<file path="src/logic/panel_cfg_pkg.sv">
package panel_cfg_pkg;

    //------------------------------------------------------------------------
    // Board resources

    localparam int w_key      = 3;   // Push buttons on the board
    localparam int w_led      = 2;   // Discrete LEDs on the board

    //------------------------------------------------------------------------
    // TM1638 front panel

    localparam int w_tm_digit = 8;   // Seven-segment digits
    localparam int w_tm_led   = 8;   // Red LEDs above the digits

    //------------------------------------------------------------------------
    // INMP441 microphone

    localparam int w_mic      = 24;  // Significant bits per I2S slot

    // Anything this loud is treated as clipped
    localparam logic [w_mic - 1:0] clip_level = 24'h7ff000;

endpackage

</file>
<file path="src/logic/seg_pkg.sv">
package seg_pkg;

    import panel_cfg_pkg::*;

    //------------------------------------------------------------------------
    // Segment and panel types

    typedef logic [7:0] seg_t;               // hgfedcba with h as the point

    typedef struct packed
    {
        seg_t [w_tm_digit - 1:0] digits;     // Digit 0 is the rightmost
        logic [w_tm_led   - 1:0] leds;
    } panel_image_t;

    typedef struct packed
    {
        logic                     valid;     // One clk pulse per word
        logic signed [w_mic - 1:0] value;
    } mic_sample_t;

    localparam seg_t seg_blank = 8'h00;

    //------------------------------------------------------------------------
    // Hex glyphs with lower case b and d to keep them apart from 8 and 0

    function automatic seg_t hex_to_seg (input logic [3:0] nibble);
        case (nibble)
            4'h0: return 8'h3f;
            4'h1: return 8'h06;
            4'h2: return 8'h5b;
            4'h3: return 8'h4f;
            4'h4: return 8'h66;
            4'h5: return 8'h6d;
            4'h6: return 8'h7d;
            4'h7: return 8'h07;
            4'h8: return 8'h7f;
            4'h9: return 8'h6f;
            4'ha: return 8'h77;
            4'hb: return 8'h7c;
            4'hc: return 8'h39;
            4'hd: return 8'h5e;
            4'he: return 8'h79;
            default: return 8'h71;
        endcase
    endfunction

endpackage

</file>
<file path="src/logic/board_specific_top.sv">
`timescale 1ns/10ps

module board_specific_top
#(
    parameter clk_mhz         = 125,
              sck_div         = 20,
              sio_div         = 32,
              debounce_cycles = clk_mhz * 2000       // About 2 ms
)
(
    input                                clk,
    input                                rst_n,
    input  [panel_cfg_pkg::w_key - 1:0]  key,        // Active low on the board
    input                                sd,
    output                               sck,
    output                               ws,
    output                               lr,
    output                               sio_clk,
    output                               sio_stb,
    output                               sio_data,
    output [panel_cfg_pkg::w_led - 1:0]  led
);

    import panel_cfg_pkg::*;
    import seg_pkg::*;

    mic_sample_t        sample;
    logic [w_key - 1:0] keys;                        // Debounced, active high
    panel_image_t       image;

    //------------------------------------------------------------------------

    i2s_mic_receiver #(.sck_div (sck_div)) mic_receiver_i
    (
        .clk    ( clk    ),
        .rst_n  ( rst_n  ),
        .sd     ( sd     ),
        .sck    ( sck    ),
        .ws     ( ws     ),
        .lr     ( lr     ),
        .sample ( sample )
    );

    generate
        genvar i;

        for (i = 0; i < w_key; i++)
        begin : debounce
            key_debouncer #(.debounce_cycles (debounce_cycles)) key_debouncer_i
            (
                .clk    ( clk      ),
                .rst_n  ( rst_n    ),
                .raw    ( ~key [i] ),
                .stable ( keys [i] )
            );
        end
    endgenerate

    level_meter level_meter_i
    (
        .clk    ( clk    ),
        .rst_n  ( rst_n  ),
        .keys   ( keys   ),
        .sample ( sample ),
        .image  ( image  ),
        .led    ( led    )
    );

    tm1638_display_driver #(.sio_div (sio_div)) display_driver_i
    (
        .clk      ( clk      ),
        .rst_n    ( rst_n    ),
        .image    ( image    ),
        .sio_clk  ( sio_clk  ),
        .sio_stb  ( sio_stb  ),
        .sio_data ( sio_data )
    );

endmodule

</file>
<file path="src/logic/i2s_mic_receiver.sv">
`timescale 1ns/10ps

module i2s_mic_receiver
#(
    parameter sck_div = 20
)
(
    input                         clk,
    input                         rst_n,
    input                         sd,
    output                        sck,
    output                        ws,
    output                        lr,
    output seg_pkg::mic_sample_t  sample
);

    import panel_cfg_pkg::*;
    import seg_pkg::*;

    localparam int w_div = (sck_div > 1) ? $clog2 (sck_div) : 1;

    logic [w_div - 1:0] div_cnt;
    logic               sck_q;
    logic [        5:0] slot;                    // Counts sck periods with ws in bit 5
    logic [w_mic - 1:0] shift_q;
    logic               word_done;
    logic               toggle;
    logic               sck_rise;
    logic               sck_fall;
    logic               data_bit;

    assign toggle   = (div_cnt == w_div'(sck_div - 1));
    assign sck_rise = toggle & ~sck_q;
    assign sck_fall = toggle &  sck_q;

    // MSB one sck after ws falls and LSB 23 sck periods later
    assign data_bit = ~slot [5] && (slot [4:0] >= 5'd1) && (slot [4:0] <= 5'd24);

    assign sck = sck_q;
    assign ws  = slot [5];                       // Low selects the left slot
    assign lr  = 1'b0;                           // Mic strapped to left

    //------------------------------------------------------------------------

    always_ff @(posedge clk)
    begin
        if (!rst_n)
        begin
            div_cnt      <= '0;
            sck_q        <= 1'b0;
            slot         <= 6'd63;               // First fall starts a left slot
            word_done    <= 1'b0;
            sample.valid <= 1'b0;
        end
        else
        begin
            div_cnt <= toggle ? '0 : div_cnt + 1'b1;

            if (toggle)
                sck_q <= ~sck_q;

            if (sck_fall)
                slot <= slot + 1'b1;

            word_done    <= sck_rise && ~slot [5] && (slot [4:0] == 5'd24);
            sample.valid <= word_done;

            if (word_done)
                sample.value <= shift_q;
        end
    end

    always_ff @(posedge clk)
        if (sck_rise && data_bit)
            shift_q <= {shift_q [w_mic - 2:0], sd};

    valid_single_cycle : assert property (
        @(posedge clk) disable iff (!rst_n) sample.valid |=> !sample.valid);

endmodule

</file>
<file path="src/logic/key_debouncer.sv">
`timescale 1ns/10ps

module key_debouncer
#(
    parameter debounce_cycles = 250000
)
(
    input        clk,
    input        rst_n,
    input        raw,
    output logic stable
);

    localparam int w_cnt = $clog2 (debounce_cycles + 1);

    logic [        1:0] sync_q;                  // Metastability guard
    logic [w_cnt - 1:0] cnt;

    always_ff @(posedge clk)
    begin
        if (!rst_n)
        begin
            sync_q <= 2'b00;
            cnt    <= '0;
            stable <= 1'b0;
        end
        else
        begin
            sync_q <= {sync_q [0], raw};

            if (sync_q [1] == stable)
                cnt <= '0;                       // Any bounce restarts the wait
            else if (cnt == w_cnt'(debounce_cycles - 1))
            begin
                stable <= sync_q [1];
                cnt    <= '0;
            end
            else
                cnt <= cnt + 1'b1;
        end
    end

endmodule

</file>
<file path="src/logic/level_meter.sv">
`timescale 1ns/10ps

module level_meter
(
    input                                      clk,
    input                                      rst_n,
    input        [panel_cfg_pkg::w_key - 1:0]  keys,
    input  seg_pkg::mic_sample_t               sample,
    output seg_pkg::panel_image_t              image,
    output logic [panel_cfg_pkg::w_led - 1:0]  led
);

    import panel_cfg_pkg::*;
    import seg_pkg::*;

    logic [w_mic - 1:0] peak;
    logic [w_mic - 1:0] peak_next;
    logic [w_mic - 1:0] mag;
    logic               clip;
    logic               clip_next;
    logic               key0_q;
    logic               clear;
    logic               freeze;

    // Six hex digits of the peak and a bar driven by bits 22 to 20
    function automatic panel_image_t build_image (input logic [w_mic - 1:0] p);
        panel_image_t img;
        for (int i = 0; i < w_tm_digit; i++)
            img.digits [i] = (i < 6) ? hex_to_seg (p [i * 4 +: 4]) : seg_blank;
        for (int i = 0; i < w_tm_led; i++)
            img.leds [i] = (p [w_mic - 2 -: 3] > 3'(i));
        return img;
    endfunction

    assign clear  = keys [0] & ~key0_q;          // Press edge only
    assign freeze = keys [1];

    //------------------------------------------------------------------------

    always_comb
    begin
        if (!sample.value [w_mic - 1])
            mag = sample.value;
        else if (sample.value == {1'b1, {(w_mic - 1) {1'b0}}})
            mag = {1'b0, {(w_mic - 1) {1'b1}}};  // -2^23 has no positive twin
        else
            mag = -sample.value;

        peak_next = peak;
        clip_next = clip;

        if (clear)
        begin
            peak_next = '0;
            clip_next = 1'b0;
        end
        else if (sample.valid)
        begin
            if (!freeze && (mag > peak))
                peak_next = mag;
            if (mag >= clip_level)
                clip_next = 1'b1;
        end
    end

    always_ff @(posedge clk)
    begin
        if (!rst_n)
        begin
            peak   <= '0;
            clip   <= 1'b0;
            key0_q <= 1'b0;
            led    <= '0;
            image  <= build_image ('0);
        end
        else
        begin
            peak   <= peak_next;
            clip   <= clip_next;
            key0_q <= keys [0];
            led    <= {clip_next, freeze};
            image  <= build_image (peak_next);
        end
    end

    peak_monotonic : assert property (
        @(posedge clk) disable iff (!rst_n) !clear |=> peak >= $past (peak));

endmodule

</file>
<file path="src/logic/tm1638_display_driver.sv">
`timescale 1ns/10ps

module tm1638_display_driver
#(
    parameter sio_div = 32
)
(
    input                          clk,
    input                          rst_n,
    input  seg_pkg::panel_image_t  image,
    output logic                   sio_clk,
    output logic                   sio_stb,
    output logic                   sio_data
);

    import seg_pkg::*;

    localparam int         w_div       = (sio_div > 1) ? $clog2 (sio_div) : 1;
    localparam logic [7:0] cmd_data    = 8'h40;  // Auto-increment write
    localparam logic [7:0] cmd_addr    = 8'hc0;  // Start at address 0
    localparam logic [7:0] cmd_display = 8'h8f;  // Display on, full bright

    typedef enum logic [2:0] { st_gap, st_stb, st_low, st_high, st_end } state_t;

    state_t             state;
    logic [w_div - 1:0] div_cnt;
    logic               tick;
    logic [        1:0] xfer;                    // 0 command, 1 data, 2 display on
    logic [        4:0] byte_cnt;
    logic [        2:0] bit_cnt;
    logic [        4:0] last_byte;
    logic [        7:0] cur_byte;
    logic [        7:0] next_byte;
    panel_image_t       img_q;

    // Address space alternates digit segments and LED bytes
    function automatic logic [7:0] frame_byte (input logic [1:0] x,
                                               input logic [4:0] idx,
                                               input panel_image_t img);
        logic [4:0] data_idx;
        logic [7:0] result;
        data_idx = idx - 5'd1;
        if (x == 2'd0)
            result = cmd_data;
        else if (x == 2'd2)
            result = cmd_display;
        else if (idx == 5'd0)
            result = cmd_addr;
        else if (!data_idx [0])
            result = img.digits [data_idx [3:1]];
        else
            result = {7'b0, img.leds [data_idx [3:1]]};
        return result;
    endfunction

    assign tick      = (div_cnt == w_div'(sio_div - 1));
    assign last_byte = (xfer == 2'd1) ? 5'd16 : 5'd0;
    assign cur_byte  = frame_byte (xfer, byte_cnt, img_q);
    assign next_byte = frame_byte (xfer, byte_cnt + 5'd1, img_q);

    // ----------------------------------------------------------------------------

    always_ff @(posedge clk)
    begin
        if (!rst_n)
        begin
            state    <= st_gap;
            div_cnt  <= '0;
            xfer     <= 2'd0;
            byte_cnt <= '0;
            bit_cnt  <= '0;
            sio_clk  <= 1'b1;
            sio_stb  <= 1'b1;
            sio_data <= 1'b0;
        end
        else
        begin
            div_cnt <= tick ? '0 : div_cnt + 1'b1;

            if (tick)
            begin
                case (state)
                    st_gap:
                    begin
                        sio_stb <= 1'b0;
                        state   <= st_stb;
                    end
                    st_stb:
                    begin
                        sio_clk  <= 1'b0;
                        sio_data <= cur_byte [0];
                        state    <= st_low;
                    end
                    st_low:
                    begin
                        sio_clk <= 1'b1;             // Panel samples here
                        state   <= st_high;
                    end
                    st_high:
                    begin
                        if (bit_cnt != 3'd7)
                        begin
                            bit_cnt  <= bit_cnt + 1'b1;
                            sio_clk  <= 1'b0;
                            sio_data <= cur_byte [bit_cnt + 3'd1];
                            state    <= st_low;
                        end
                        else if (byte_cnt != last_byte)
                        begin
                            bit_cnt  <= '0;
                            byte_cnt <= byte_cnt + 1'b1;
                            sio_clk  <= 1'b0;
                            sio_data <= next_byte [0];
                            state    <= st_low;
                        end
                        else
                        begin
                            bit_cnt <= '0;
                            state   <= st_end;
                        end
                    end
                    default:
                    begin
                        sio_stb  <= 1'b1;
                        byte_cnt <= '0;
                        xfer     <= (xfer == 2'd2) ? 2'd0 : xfer + 1'b1;
                        state    <= st_gap;
                    end
                endcase
            end
        end
    end

    // Snapshot taken once per frame so all 16 data bytes agree
    always_ff @(posedge clk)
        if (tick && (state == st_gap) && (xfer == 2'd0))
            img_q <= image;

    data_stable_clk_high : assert property (
        @(posedge clk) disable iff (!rst_n)
        (sio_clk && $past (sio_clk)) |-> $stable (sio_data));

endmodule

</file>
<file path="config.mk">
export PLATFORM = sky130hd
export DESIGN_NAME = board_specific_top
export DESIGN_NICKNAME = d
export VERILOG_FILES = /design/src/logic/panel_cfg_pkg.sv /design/src/logic/seg_pkg.sv /design/src/logic/board_specific_top.sv /design/src/logic/i2s_mic_receiver.sv /design/src/logic/key_debouncer.sv /design/src/logic/level_meter.sv /design/src/logic/tm1638_display_driver.sv
export SDC_FILE = /design/constraint.sdc
export NUM_CORES = 1
export LEC_CHECK = 0
export BUFFER_PORTS_ARGS = -buffer_cell sky130_fd_sc_hd__buf_4
export CELL_PAD_IN_SITES_DETAIL_PLACEMENT = 1
export CELL_PAD_IN_SITES_GLOBAL_PLACEMENT = 1
export CORE_MARGIN = 3
export CORE_UTILIZATION = 51
export DETAILED_ROUTE_END_ITERATION = 12
export GPL_ROUTABILITY_DRIVEN = 0
export MAX_ROUTING_LAYER = met4
export PLACE_DENSITY = 0.79
export SETUP_SLACK_MARGIN = 0.02
export SLEW_MARGIN = 0
export SYNTH_ARGS = -nofsm -noshare
export SYNTH_HDL_FRONTEND = slang
export SYNTH_SLANG_ARGS = --single-unit
</file>
<file path="constraint.sdc">
create_clock -name clk -period 7.7 [get_ports clk]
set_input_delay 2.31 -clock clk [delete_from_list [all_inputs] [get_ports clk]]
set_output_delay 2.31 -clock clk [all_outputs]
set_load 0.005 [all_outputs]
</file>
# --- After elaboration in Yosys (flattened, before gate mapping) ---
# Memory sizes are Yosys's and may differ from the RTL's. A register that Yosys moved wholly into a read port is not among the register bits.
# Cells that the tools add are included.
classes:
  addsub: 11
  n_lt_le_gt_ge: 15
  n_eq_ne: 18
  n_mux: 42
  bitwise_logic: 14
  reduce_logical: 37
op_table:
  columns: ["operator", "count"]
  rows:
  - ["$mux W24", 5]
  - ["$bmux W8 S3", 2]
  - ["$mux W8", 5]
  - ["$add A18 B1 Y18 const B", 2]
  - ["$eq A18 B18 Y1 const B", 2]
  - ["$eq A24 B24 Y1 const B", 1]
  - ["$ge A24 B23 Y1 const B", 1]
  - ["$gt A24 B24 Y1", 1]
  - ["$neg A24 Y24", 1]
  - ["$add A5 B1 Y5 const B", 3]
  - ["$eq A5 B5 Y1 const B", 3]
  - ["$mux W1", 15]
  - ["$mux W5", 3]
  - ["$gt A3 B3 Y1 const B", 4]
  - ["$lt A3 B4 Y1 const B", 3]
  - ["$pmux W3 S4", 1]
  - ["$reduce_and A2 Y1", 6]
  - ["$reduce_or A3 Y1", 4]
  - ["$not A1 Y1", 11]
  - ["$logic_not A5 Y1", 2]
  - ["$pmux W5 S2", 1]
  - ["$bmux W1 S3", 3]
  - ["$mux W3", 3]
  - ["$logic_and A1 B1 Y1", 8]
  - ["31 further kinds", 47]
word_totals:
  ff_bits: 281
  rom_bits: 672
  inputBits: 6
  out_inout_bits: 8
  word_cells: 184
  memories: 6
memory_table:
  columns: ["memory", "depth", "word_bits", "read_ports", "rd_clocked_by_memory_dff", "wr", "line", "rtl"]
  rows:
  - ["(name not given)", 16, 7, 1, 1, 0, "seg_pkg.sv:28", "case (nibble)"]
  - ["(name not given)", 16, 7, 1, 1, 0, "seg_pkg.sv:28", null]
  - ["(name not given)", 16, 7, 1, 1, 0, "seg_pkg.sv:28", null]
  - ["(name not given)", 16, 7, 1, 1, 0, "seg_pkg.sv:28", null]
  - ["(name not given)", 16, 7, 1, 1, 0, "seg_pkg.sv:28", null]
  - ["(name not given)", 16, 7, 1, 1, 0, "seg_pkg.sv:28", null]

# --- Depth between registers and ports, before layout ---
logic_depth:
  ltp_word: 11
  depth_mapped: 25
  ltp_nobuf: 21

# --- Hierarchy ---
# A second synthesis with hierarchy kept.
hier_totals:
  hier_cells: 1391
  area_unflattened_um2: 14657.8
modules_own_cells:
  columns: ["mod", "instances", "cells_per_inst", "area_each_um2", "seq_area_each_um2"]
  rows:
  - ["level_meter", 1, 676, 5609.1, 1521.5]
  - ["tm1638_display_driver", 1, 276, 4146.5, 2582.5]
  - ["key_debouncer", 3, 104, 918.4, 420.4]
  - ["i2s_mic_receiver", 1, 124, 2135.8, 1721.7]
  - ["board_specific_top", 1, 3, 11.3, 0.0]

# --- Worst setup path after synthesis ---
# OpenSTA, ideal clock, no wires.
synth_path:
  path_type: "register -> register"
  from: "register display_driver_i.div_cnt[0]"
  to: "register display_driver_i.img_q[0] in the netlist's numbering, enable pin"
  setup_time_ns: 0.599
  arrival_ns: 6.446
  required_time_ns: 7.101
  setup_slack_ns: 0.655
  stages_incl_launch_ff: 8
  path_buffers: 1
  synth_period_minus_slack_ns: 7.045
  cell_sequence: "dfxtp_1 -> ha_1 -> and3_1 -> ha_1 -> clkbuf_1 -> nand2b_1 -> nor2_1 -> nor4b_1"
synth_via:
  elab_chain_cells: 3
synth_rtl:
  columns: ["element", "line", "rtl"]
  rows:
  - ["from (decl)", "tm1638_display_driver.sv:26", "logic [w_div - 1:0] div_cnt;"]
  - ["from (signal assigned)", "tm1638_display_driver.sv:78", "div_cnt <= tick ? '0 : div_cnt + 1'b1;"]
  - ["$eq A5 B5 Y1", "tm1638_display_driver.sv:56", "assign tick = (div_cnt == w_div'(sio_div - 1));"]
  - ["$logic_and A1 B1 Y1 (2 in a row)", "tm1638_display_driver.sv:136", "if (tick && (state == st_gap) && (xfer == 2'd0))"]
  - ["to (signal assigned)", "tm1638_display_driver.sv:137", "img_q <= image;"]
  - ["to (decl)", "tm1638_display_driver.sv:34", "panel_image_t img_q;"]
# No other way between the ends.
# A chain may end at the register's enable or synchronous reset.

# --- Worst setup path after layout ---
layout_path:
  from: "register, netlist name mic_receiver_i.sample[3]"
  to: "register, netlist name level_meter_i.image[18]"
layout_via:
  elab_chain_cells: 8
  word_cells_on_any_way: 9
  cone_classes: "add/sub (1); order compare (1); eq/ne (1); mux (5); reduce/logical (1)"
layout_rtl:
  columns: ["element", "line", "rtl"]
  rows:
  - ["$neg A24 Y24 or $eq A24 B24 Y1 (tied branches)", "level_meter.sv:47, level_meter.sv:44", null]
  - ["$mux W24", "level_meter.sv:44", "else if (sample.value == {1'b1, {(w_mic - 1) {1'b0}}})"]
  - ["$mux W24 *", "level_meter.sv:42", "if (!sample.value [w_mic - 1])"]
  - ["$gt A24 B24 Y1", "level_meter.sv:59", "if (!freeze && (mag > peak))"]
  - ["$logic_and A1 B1 Y1", "level_meter.sv:59", null]
  - ["$mux W24 *", "level_meter.sv:59", null]
  - ["$mux W24 *", "level_meter.sv:57", "else if (sample.valid)"]
  - ["$mux W24 *", "level_meter.sv:52", "if (clear)"]
  - ["net level_meter_i.peak_next[5]", "level_meter.sv:17", "logic [w_mic - 1:0] peak_next;"]
# The timed path passes the listed nets; every way through them passes the cells marked *.

==> results.toml <==
[run_status]
status = "complete, no violations"

[synth]
synth-edff-count = 98
synth_common_cells = "154 x dfxtp_1, 139 x nor2_1, 98 x edfxtp_1"
syn-num-nets = 1319
synth_cell_type_count = 91
synth_seq_area_share = 0.484
yosys_warnings = 0
netlist.area_leader.share = 0.248
synthFlopType = "dfxtp_1"
avgSynthCellArea_um2 = 10.1
yosysTopAreaCell = "dfxtp_1"
ys_seq_elements = 252
synth_most_common_cell = "dfxtp_1"
synthArstFlopShare = 0
synth.area.top_cells = "dfxtp_1 25%, edfxtp_1 24%, ha_1 8.0%, nor2_1 4.2%, nand2_1 2.9%"
netlist_area_um2 = 12400
synth_cells = 1233

[cts]
clock_latency_ns = 0.54
ctsHoldBuffers = 0
root_buffer = "clkbuf_16"
clock_sinks = 252
cts_buffers = 27
cts_buffer_depth = 3
cts_resized = 0
htree_levels = 1
clkTransAtPathRegs_ns = 0.06
postCtsSetupBuffers = 0
cts_tree = "done"

[timing]
finalCritPeriodShare = 0.860
worstMarginPinSlew_ns = 1.14
clock_skew_ns = 0.0180
rsz0062_at_grt = "false"
final_hold_viol_count = 0
slew_headroom = 0.237
slew_viol_final = 0
finalSetupViolations = 0
max_freq_mhz = 151
final.min_clock_period_ns = 6.62
setup_tns_ns = 0

[route]
wl_per_cell_um = 18.3
ant_nets = 0
vias_per_cell = 5.68
drt-pass1-iter-count = 4
vias = 8934
drtIter0Drc = 436
wirelength_mm = 28.7
drc_errors = 0

[global_route]
grt_pass1_vias = 9399
antenna_found_initial = 0
grt_usage = 0.227
overflow = 0
grt_max_degree = 51
grt_pass1_wl_mm = 47.8

[floorplanning]
row_count = 56
die_y_um = 162
die_w_um = 162
die_area_um2 = 26300
num_io_pins = 14
core_um2 = 23800
initial_core_util = 0.524

[min_path]
whs_path_depth = 0
hold_class = "reg -> reg"

[placed_design]
hpwl_mm = 20.4
io_buffers = 11

[final_layout]
synthToLayoutAreaGrowth_pct = 10.1
n_antenna_cell = 0
nets = 1320
layout-drive-gt1-share = 0.101

[setup_path]
critPathArrivalTime_ns = 6.98
ff2ff_path_depth = 15
end_kind = "register"
path_max_fanout = 20
critical_path.startpoint_type = "register"
critical_path_class = "reg -> reg"
crit_required_ns = 8.06

[power_and_ir_drop]
ir_worst_vdd_uv = 233
finalPower_mw = 2.66
power.leakage_nw = 4.99
cellPowerDensity_nw_per_um2 = 195

[job]
drv_cap = 0
stage by stage:
step                      area (um2)  utilization  setup WS (ns)  hold slack (ns)  instances
final                          13700        0.576           1.08            0.404       1573
after global routing           13700        0.576          0.832            0.408       1573
after CTS                      13700        0.576           1.18            0.402       1573
after detailed placement       12800        0.539           1.26            0.390       1524
after global placement         12800        0.539           1.44            0.386       1524
after floorplan                12400            -          0.655            0.386       1233
flip-flops by register name, indices dropped and copies added (netlist names), 6 cells and up:
name	count
display_driver_i.img_q	50
level_meter_i.image	50
debounce.key_debouncer_i.cnt	36
mic_receiver_i.sample	25
level_meter_i.peak	24
mic_receiver_i.shift_q	24
mic_receiver_i.slot	6
power by group:
group	leakage, nW	switching (mW)	internal [mW]
sequential	2.19	0.00289	1.38
clock	0.428	0.529	0.728
combinational	2.37	0.0179	0.00646
final cells by class:
class	instances	area, um2
Inverter	76	285
Clock buffer	32	746
Tap cell	319	399
Timing Repair Buffer	22	165
Fill cell	2544	10100
Clock inverter	17	135
Sequential cell	252	6030
Multi-Input combinational cell	855	5930
cell usage in the layout, fill, tap and decap left out, types with 22 or more instances in the layout:
master     Yosys  layout
edfxtp_1      98      98
a21oi_1       58      58
dfxtp_1      154     154
o21ai_0       51      51
nor2_1       139     139
nand3_1       46      46
inv_1         76      75
buf_4          3      22
clkbuf_16      0      28
nor3_1        35      35
nand2_1       96      96
ha_1          80      80
mux2i_1       29      29
xnor2_1       36      36
xor2_1        28      28
critical path, stage by stage, from the launching register on:
cell      delay (ns)
edfxtp_1        0.46
or4_1           0.70
or3_4           0.51
o41ai_4         0.36
mux2i_1         0.43
ha_1            0.23
nand4_1         0.14
nor4_1          0.58
o31a_1          0.36
o21a_1          0.77
nor2_1          0.08
a211oi_1        0.71
inv_1           0.28
ha_1            0.30
nor4_1          0.39
o21ai_0         0.15
final timing paths:
path                                 start                         end  slack, ns
setup reg to reg  mic_receiver_i.sample[3]     level_meter_i.image[18]       1.08
setup / recovery  mic_receiver_i.sample[3]     level_meter_i.image[18]       1.08
hold reg to reg    level_meter_i.image[28]  display_driver_i.img_q[28]       0.40
hold / removal     level_meter_i.image[28]  display_driver_i.img_q[28]       0.40
layer usage:
metal  global-route usage  share of wire  vias to the layer above
met4               0.0795          0.032                        0
met5                    -              0                        -
met1                0.281           0.45                     4341
met3               0.0324          0.030                       66
li1                     -              -                     4414
met2                0.383           0.49                      113
logic make-up (layout without fill, tap and decap cells):
family | after synthesis | count (layout) | synth area share
AND/OR/NAND/NOR | 436 | 436 | 0.170
buffers and inverters | 126 | 147 | 0.0409
adder cells (fa/ha/maj) | 80 | 80 | 0.0805
AO/OA/AOI/OAI | 217 | 217 | 0.117
multiplexers | 57 | 57 | 0.0619
flip-flops | 252 | 252 | 0.484
XOR/XNOR | 64 | 64 | 0.0451
other | 1 | 1 | 0.000301
Power figures use the tool's default switching activity.
